==> src/dbg_ring_pkg.sv <==
package dbg_ring_pkg;

  ////////////////////////////////////////////////////////////
  // Sizes
  ////////////////////////////////////////////////////////////

  // One flit word on the ring
  localparam int FLIT_W = 32;
  // Node id width in the header
  localparam int ID_W = 8;

  // Flits per FIFO
  localparam int FIFO_DEPTH = 4;
  // FIFO pointer and occupancy widths
  localparam int PTR_W = $clog2(FIFO_DEPTH);
  localparam int CNT_W = $clog2(FIFO_DEPTH + 1);

  ////////////////////////////////////////////////////////////
  // Arbiter states
  ////////////////////////////////////////////////////////////

  // Bit 1 set means a worm is locked, bit 0 names the input
  localparam logic [1:0] ARB_IDLE0 = 2'b00;
  localparam logic [1:0] ARB_IDLE1 = 2'b01;
  localparam logic [1:0] ARB_WORM0 = 2'b10;
  localparam logic [1:0] ARB_WORM1 = 2'b11;

  ////////////////////////////////////////////////////////////
  // Flit layout
  ////////////////////////////////////////////////////////////

  // Header view of the first flit, msb first
  typedef struct packed {
    logic [ID_W-1:0] dest_id;
    logic [ID_W-1:0] src_id;
    logic [3:0]      pkt_type;
    logic [11:0]     pkt_tag;
  } dbg_hdr_t;

  // Header flit decodes as hdr, later flits are plain payload
  typedef union packed {
    dbg_hdr_t          hdr;
    logic [FLIT_W-1:0] raw;
  } dbg_word_u;

  // Word plus end of packet marker
  typedef struct packed {
    dbg_word_u word;
    logic      last;
  } dbg_flit_t;

endpackage

==> src/dbg_ring_demux.sv <==
module dbg_ring_demux #(
  parameter logic [dbg_ring_pkg::ID_W-1:0] ROUTER_ID = '0
) (
  input  logic                   clk,
  input  logic                   rst,

  input  dbg_ring_pkg::dbg_flit_t ring_in_flit,
  input  logic                   ring_in_valid,
  output logic                   ring_in_ready,

  output dbg_ring_pkg::dbg_flit_t local_out_flit,
  output logic                   local_out_valid,
  input  logic                   local_out_ready,

  output dbg_ring_pkg::dbg_flit_t fwd_flit,
  output logic                   fwd_valid,
  input  logic                   fwd_ready
);

  ////////////////////////////////////////////////////////////
  // Wormhole state
  ////////////////////////////////////////////////////////////

  // Packet in flight, header already passed
  logic in_flight;
  // Target of the packet in flight, 1 = local port
  logic tgt_local;

  // Current steering decision
  logic sel_local;
  // Header match against own id
  logic hdr_local;
  // Handshake on the ring input
  logic xfer;

  // Only meaningful while no packet is in flight
  assign hdr_local = (ring_in_flit.word.hdr.dest_id == ROUTER_ID);

  // Header decides, body flits follow the stored target
  assign sel_local = in_flight ? tgt_local : hdr_local;

  ////////////////////////////////////////////////////////////
  // Steering
  ////////////////////////////////////////////////////////////

  // Flit goes to both sides unchanged
  assign local_out_flit = ring_in_flit;
  assign fwd_flit       = ring_in_flit;

  // Only the chosen side sees valid
  assign local_out_valid = ring_in_valid & sel_local;
  assign fwd_valid       = ring_in_valid & ~sel_local;

  // Stall upstream with whichever side is selected
  assign ring_in_ready = sel_local ? local_out_ready : fwd_ready;

  assign xfer = ring_in_valid & ring_in_ready;

  // Load on a multi flit header, clear on last
  always_ff @(posedge clk) begin
    if (rst) begin
      in_flight <= 1'b0;
      tgt_local <= 1'b0;
    end else if (xfer) begin
      if (ring_in_flit.last) begin
        in_flight <= 1'b0;
        tgt_local <= 1'b0;
      end else if (!in_flight) begin
        in_flight <= 1'b1;
        tgt_local <= hdr_local;
      end
    end
  end

endmodule

==> src/dbg_ring_fifo.sv <==
module dbg_ring_fifo (
  input  logic                   clk,
  input  logic                   rst,

  input  dbg_ring_pkg::dbg_flit_t in_flit,
  input  logic                   in_valid,
  output logic                   in_ready,

  output dbg_ring_pkg::dbg_flit_t out_flit,
  output logic                   out_valid,
  input  logic                   out_ready
);

  import dbg_ring_pkg::*;

  ////////////////////////////////////////////////////////////
  // Storage
  ////////////////////////////////////////////////////////////

  // Flit ring buffer, payload only
  dbg_flit_t mem [FIFO_DEPTH];

  logic [PTR_W-1:0] wr_ptr;
  logic [PTR_W-1:0] rd_ptr;
  // Flits held
  logic [CNT_W-1:0] count;

  logic do_wr;
  logic do_rd;

  // Full blocks the writer, so no read+write when full
  assign in_ready  = (count != CNT_W'(FIFO_DEPTH));
  assign out_valid = (count != '0);

  // Head entry straight from the array, no input path
  assign out_flit = mem[rd_ptr];

  assign do_wr = in_valid & in_ready;
  assign do_rd = out_valid & out_ready;

  // Write side
  always_ff @(posedge clk) begin
    if (do_wr) begin
      mem[wr_ptr] <= in_flit;
    end
  end

  ////////////////////////////////////////////////////////////
  // Pointers and count
  ////////////////////////////////////////////////////////////

  always_ff @(posedge clk) begin
    if (rst) begin
      wr_ptr <= '0;
      rd_ptr <= '0;
      count  <= '0;
    end else begin
      // Wrap at depth
      if (do_wr) begin
        wr_ptr <= (wr_ptr == PTR_W'(FIFO_DEPTH - 1)) ? '0 : wr_ptr + 1'b1;
      end
      if (do_rd) begin
        rd_ptr <= (rd_ptr == PTR_W'(FIFO_DEPTH - 1)) ? '0 : rd_ptr + 1'b1;
      end
      // Net change, both at once leaves count alone
      if (do_wr && !do_rd) begin
        count <= count + 1'b1;
      end else if (do_rd && !do_wr) begin
        count <= count - 1'b1;
      end
    end
  end

endmodule

==> src/dbg_ring_mux_rr.sv <==
module dbg_ring_mux_rr (
  input  logic                   clk,
  input  logic                   rst,

  input  dbg_ring_pkg::dbg_flit_t in0_flit,
  input  logic                   in0_valid,
  output logic                   in0_ready,

  input  dbg_ring_pkg::dbg_flit_t in1_flit,
  input  logic                   in1_valid,
  output logic                   in1_ready,

  output dbg_ring_pkg::dbg_flit_t out_flit,
  output logic                   out_valid,
  input  logic                   out_ready
);

  import dbg_ring_pkg::*;

  ////////////////////////////////////////////////////////////
  // Arbiter state
  ////////////////////////////////////////////////////////////

  logic [1:0] state;
  logic [1:0] nxt_state;

  // Input currently offered, 1 = local
  logic sel1;
  // Output handshake
  logic xfer;
  // Worm locked, from state encoding
  logic worm;

  assign worm = state[1];

  // Pick the input for this cycle
  always_comb begin
    case (state)
      // Preferred first, other one if preferred is empty
      ARB_IDLE0: sel1 = ~in0_valid & in1_valid;
      ARB_IDLE1: sel1 = in1_valid | ~in0_valid;
      // Locked input only, each with its own data and ready
      ARB_WORM0: sel1 = 1'b0;
      default:   sel1 = 1'b1;
    endcase
  end

  ////////////////////////////////////////////////////////////
  // Datapath
  ////////////////////////////////////////////////////////////

  assign out_flit  = sel1 ? in1_flit  : in0_flit;
  assign out_valid = sel1 ? in1_valid : in0_valid;

  // Ready back only to the selected input
  assign in0_ready = ~sel1 & out_ready;
  assign in1_ready = sel1 & out_ready;

  assign xfer = out_valid & out_ready;

  // Next state
  always_comb begin
    nxt_state = state;
    if (xfer && out_flit.last) begin
      // Packet done, hand priority to the other side
      nxt_state = sel1 ? ARB_IDLE0 : ARB_IDLE1;
    end else if (!worm && out_valid) begin
      // Header gone or stalled, hold this input
      // keeps ring_out stable until the tail is taken
      nxt_state = sel1 ? ARB_WORM1 : ARB_WORM0;
    end
  end

  always_ff @(posedge clk) begin
    if (rst) begin
      state <= ARB_IDLE0;
    end else begin
      state <= nxt_state;
    end
  end

endmodule

==> src/dbg_ring_router.sv <==
module dbg_ring_router #(
  parameter logic [dbg_ring_pkg::ID_W-1:0] ROUTER_ID = '0
) (
  input  logic                   clk,
  input  logic                   rst,

  // Upstream ring
  input  dbg_ring_pkg::dbg_flit_t ring_in_flit,
  input  logic                   ring_in_valid,
  output logic                   ring_in_ready,

  // Injection from the local debug module
  input  dbg_ring_pkg::dbg_flit_t local_in_flit,
  input  logic                   local_in_valid,
  output logic                   local_in_ready,

  // Downstream ring
  output dbg_ring_pkg::dbg_flit_t ring_out_flit,
  output logic                   ring_out_valid,
  input  logic                   ring_out_ready,

  // Delivery to the local debug module
  output dbg_ring_pkg::dbg_flit_t local_out_flit,
  output logic                   local_out_valid,
  input  logic                   local_out_ready
);

  import dbg_ring_pkg::*;

  ////////////////////////////////////////////////////////////
  // Internal links
  ////////////////////////////////////////////////////////////

  // Demux to forward FIFO
  dbg_flit_t fwd_flit;
  logic      fwd_valid;
  logic      fwd_ready;

  // Forward FIFO to arbiter input 0
  dbg_flit_t fwd_q_flit;
  logic      fwd_q_valid;
  logic      fwd_q_ready;

  // Local FIFO to arbiter input 1
  dbg_flit_t loc_q_flit;
  logic      loc_q_valid;
  logic      loc_q_ready;

  // Split by destination id
  dbg_ring_demux #(
    .ROUTER_ID (ROUTER_ID)
  ) u_demux (
    .clk             (clk),
    .rst             (rst),
    .ring_in_flit    (ring_in_flit),
    .ring_in_valid   (ring_in_valid),
    .ring_in_ready   (ring_in_ready),
    .local_out_flit  (local_out_flit),
    .local_out_valid (local_out_valid),
    .local_out_ready (local_out_ready),
    .fwd_flit        (fwd_flit),
    .fwd_valid       (fwd_valid),
    .fwd_ready       (fwd_ready)
  );

  // Pass-through traffic buffer
  dbg_ring_fifo u_fwd_fifo (
    .clk       (clk),
    .rst       (rst),
    .in_flit   (fwd_flit),
    .in_valid  (fwd_valid),
    .in_ready  (fwd_ready),
    .out_flit  (fwd_q_flit),
    .out_valid (fwd_q_valid),
    .out_ready (fwd_q_ready)
  );

  // Injected traffic buffer
  dbg_ring_fifo u_local_fifo (
    .clk       (clk),
    .rst       (rst),
    .in_flit   (local_in_flit),
    .in_valid  (local_in_valid),
    .in_ready  (local_in_ready),
    .out_flit  (loc_q_flit),
    .out_valid (loc_q_valid),
    .out_ready (loc_q_ready)
  );

  ////////////////////////////////////////////////////////////
  // Merge onto the ring
  ////////////////////////////////////////////////////////////

  dbg_ring_mux_rr u_mux_rr (
    .clk       (clk),
    .rst       (rst),
    .in0_flit  (fwd_q_flit),
    .in0_valid (fwd_q_valid),
    .in0_ready (fwd_q_ready),
    .in1_flit  (loc_q_flit),
    .in1_valid (loc_q_valid),
    .in1_ready (loc_q_ready),
    .out_flit  (ring_out_flit),
    .out_valid (ring_out_valid),
    .out_ready (ring_out_ready)
  );

endmodule

==> config.mk <==
export PLATFORM = sky130hd
export DESIGN_NAME = dbg_ring_router
export DESIGN_NICKNAME = d
export VERILOG_FILES = /design/src/dbg_ring_pkg.sv /design/src/dbg_ring_demux.sv /design/src/dbg_ring_fifo.sv /design/src/dbg_ring_mux_rr.sv /design/src/dbg_ring_router.sv
export SDC_FILE = /design/constraint.sdc
export NUM_CORES = 1
export LEC_CHECK = 0
export BUFFER_PORTS_ARGS = -buffer_cell sky130_fd_sc_hd__buf_4
export CAP_MARGIN = 5
export CORE_MARGIN = 3
export CORE_UTILIZATION = 45
export DETAILED_ROUTE_END_ITERATION = 16
export PLACE_DENSITY = 0.67
export SETUP_SLACK_MARGIN = 0.1
export SLEW_MARGIN = 20
export SYNTH_ARGS = -nofsm -noshare
export SYNTH_HDL_FRONTEND = slang
export SYNTH_SLANG_ARGS = --single-unit
==> constraint.sdc <==
create_clock -name clk -period 2.8 [get_ports clk]
set_clock_uncertainty 0.15 [all_clocks]
set_input_delay 0.56 -clock clk [delete_from_list [all_inputs] [get_ports clk]]
set_output_delay 0.56 -clock clk [all_outputs]
set_load 0.005 [all_outputs]
==> results.yml <==
timing:
  slew_headroom_pct: 53.9
  fin_setup_tns_ns: -8.44
  min_period_ns: 3.11
  finalSetupViolations: 33
  report.final.slew_viol_count: 0
  final_hold_viol_count: 0
  final.setup.worst_slack_ns: -0.307
  worst_slew_pin_slew_ns: 0.685
  grt_setup_unrepaired: "true"
  min_period_over_period_pct: 111
  fmax_mhz: 322
clock_network:
  htreeDepth: 1
  clock-sinks: 286
  cts_tree: "yes"
  clockRootBuffer: "clkbuf_16"
  cts.clk_slew.worst_paths_ns: 0.06
  clk_path_buf_depth: 3
  cts_buffers: 29
  clk_latency_ns: 0.53
drt:
  finalWirelength_mm: 23.5
  drcViolationCount: 0
  antenna_left: 0
  vias: 5739
  vias_per_cell: 5.40
  first_iter_violations: 485
  wl_per_cell_um: 22.1
  detail_route.first_pass.iterations: 4
finish:
  stdcell_count: 1063
  final_nets: 804
  drive_gt1_share_pct: 47.4
  syn2layout_area_growth_pct: 25.0
  diodes: 0
floorplan:
  ios: 142
  core_area_um2: 24700
  dieArea_um2: 27400
  die_y_um: 165
  start_util_pct: 46.3
  rows: 57
  fp.dieW_um: 165
logic_synthesis:
  seq_area_frac_synth_pct: 73.2
  synth_xor_area_share_pct: 0.306
  synth_top_area_cell: "edfxtp_1"
  synth_compound_area_share_pct: 2.02
  synth_flop_cell: "edfxtp_1"
  synth-adder-area-share_pct: 1.66
  avgSynthCellArea_um2: 20.5
  synthMuxAreaShare_pct: 17.0
  netlist_top_cells_count: "edfxtp_1 (264), mux4_2 (64), buf_4 (33), mux2_2 (30), dfxtp_1 (22)"
  syn_inst: 558
  yosysMostFrequentCell: "edfxtp_1"
  ys_warn_count: 0
  yosys.area_share.simple_pct: 2.41
  synth.distinct_cells: 49
  synth_enable_flop_cells: 264
  synth_top_family_by_area: "multiplexers"
  ys_ff_latch: 286
  yosys-top-cells-area: "edfxtp_1 (69%), mux4_2 (13%), dfxtp_1 (3.9%), mux2_2 (3.0%), buf_4 (2.2%)"
  synth-async-reset-ratio_pct: 0
  synth_nets: 644
  synth_top_area_share_pct: 69.3
  synthesis.area_um2: 11400
critical_path:
  start_kind: "register"
  crit_fanout: 5
  regToRegSetupSlack_ns: 0.22
  startpoint: "u_local_fifo.count[0]$_SDFFE_PP0P_"
  critPathArrivalTime_ns: 2.40
  critPathCaptureType: "output pin"
  timing.rr.start: "u_local_fifo.count[0]$_SDFFE_PP0P_"
  path_class: "reg -> out"
  cp.required_ns: 2.09
status:
  violations: "setup timing"
  outcome: "finished, violations left"
worst_hold_path:
  hold_class: "in -> reg"
  worstHoldStart: "local_in_flit[31]"
placed_design:
  gp_congestion: 0.761
  dp_hpwl_mm: 14.9
  dp_cells: 998
  port_buffers: 141
global_routing:
  overflow: 0
  grt_pass1_wl_mm: 35.2
  track_usage_pct: 17.2
  grt_max_degree: 33
  grt_antenna_before_repair: 0
  grt_pass1_vias: 6170
pwr:
  power_w: 0.0136
  ir_worst_vdd_uv: 532
  p_leak_nw: 5.07
  powerDensity_nw_per_um2: 949
run:
  maxCapViolCount: 0
-- sequential cells by signal, summed over array words and instances, names as in the netlist, 2 cells and up, named ones only --
name                 cells
u_mux_rr.state           2
u_fwd_fifo.count         3
u_fwd_fifo.rd_ptr        2
u_fwd_fifo.wr_ptr        2
u_local_fifo.wr_ptr      2
u_local_fifo.mem       132
u_local_fifo.rd_ptr      2
u_local_fifo.count       3
u_fwd_fifo.mem         132
-- path summary, 6_finish.rpt --
path	to	cells past startpoint
setup / recovery	ring_out_flit[2]	7
hold / removal	u_local_fifo.mem[3][31]$_DFFE_PP_	1
setup reg to reg	u_local_fifo.count[2]$_SDFFE_PP0P_	9
hold reg to reg	register	2
-- placed cells by master, fill, tap and decap left out, drive strengths merged, types with 3 or more instances in the layout --
master / instances
ha: 12
clkinv: 13
edfxtp: 264
or3: 6
mux2i: 8
nor2: 15
mux4: 66
dfxtp: 22
clkbuf: 37
and2: 6
a21oi: 9
xor2: 4
buf: 186
inv: 9
o21ai: 6
nand2: 9
and3: 4
mux2: 33
nor3: 3
-- cells by family after synthesis --
family / Yosys count
flops: 286
mux: 107
buf+inv: 65
simple gates: 51
compound gates: 31
fa+ha+maj: 14
xor+xnor: 4
-- through the flow --
step | util, % | worst slack, ns | hold slack [ns] | instance area [um2]
after floorplan | - | 0.106 | 0.313 | 11400
after global placement | 52.7 | 0.0181 | 0.321 | 13000
after detailed placement | 52.7 | -0.0559 | 0.356 | 13000
after CTS | 56.7 | -0.367 | 0.0450 | 14000
after global routing | 57.9 | -0.389 | 0.0461 | 14300
final | 57.9 | -0.307 | 0.0741 | 14300
-- repair_timing --
action	4_1_cts	5_1_grt
cloned	1	1
setup buffers	6	5
setup endpoints to repair	35	38
pin swaps	2	5
gates resized for setup	26	61
hold buffers	0	0
-- final cells by class --
type                       instances  area [um2]
inverter                           7        26.3
clock buffer                      36         752
sequential                       286        8380
fill                            1855       10400
clock inverter                    16        81.3
timing repair buffer             187        1780
multi-input combinational        207        2870
tap                              324         405
-- where the power goes --
| group | internal (W) | total (W) | switching (W) |
|---|---|---|---|
| Sequential | 0.00516 | 0.00536 | 0.000204 |
| Clock | 0.00190 | 0.00339 | 0.00149 |
| Combinational | 0.00283 | 0.00481 | 0.00198 |
-- layer usage --
| metal | up-vias | track usage, % | wire length (um) |
|---|---|---|---|
| met1 | 2982 | 22.0 | 9460 |
| met3 | 36 | 3.32 | 1300 |
| met5 | - | 0 | 0 |
| met2 | 161 | 30.9 | 12200 |
| li1 | 2560 | - | - |
| met4 | 0 | 3.63 | 477 |
-- critical path, cell delays in order (launching register included) --
cell       delay (ns)
dfxtp_2          0.33
or3_4            0.41
o21ai_4          0.17
o2bb2ai_4        0.21
buf_4            0.18
buf_8            0.13
mux2_4           0.32
buf_6            0.12
(Power assumes the default switching activity.)
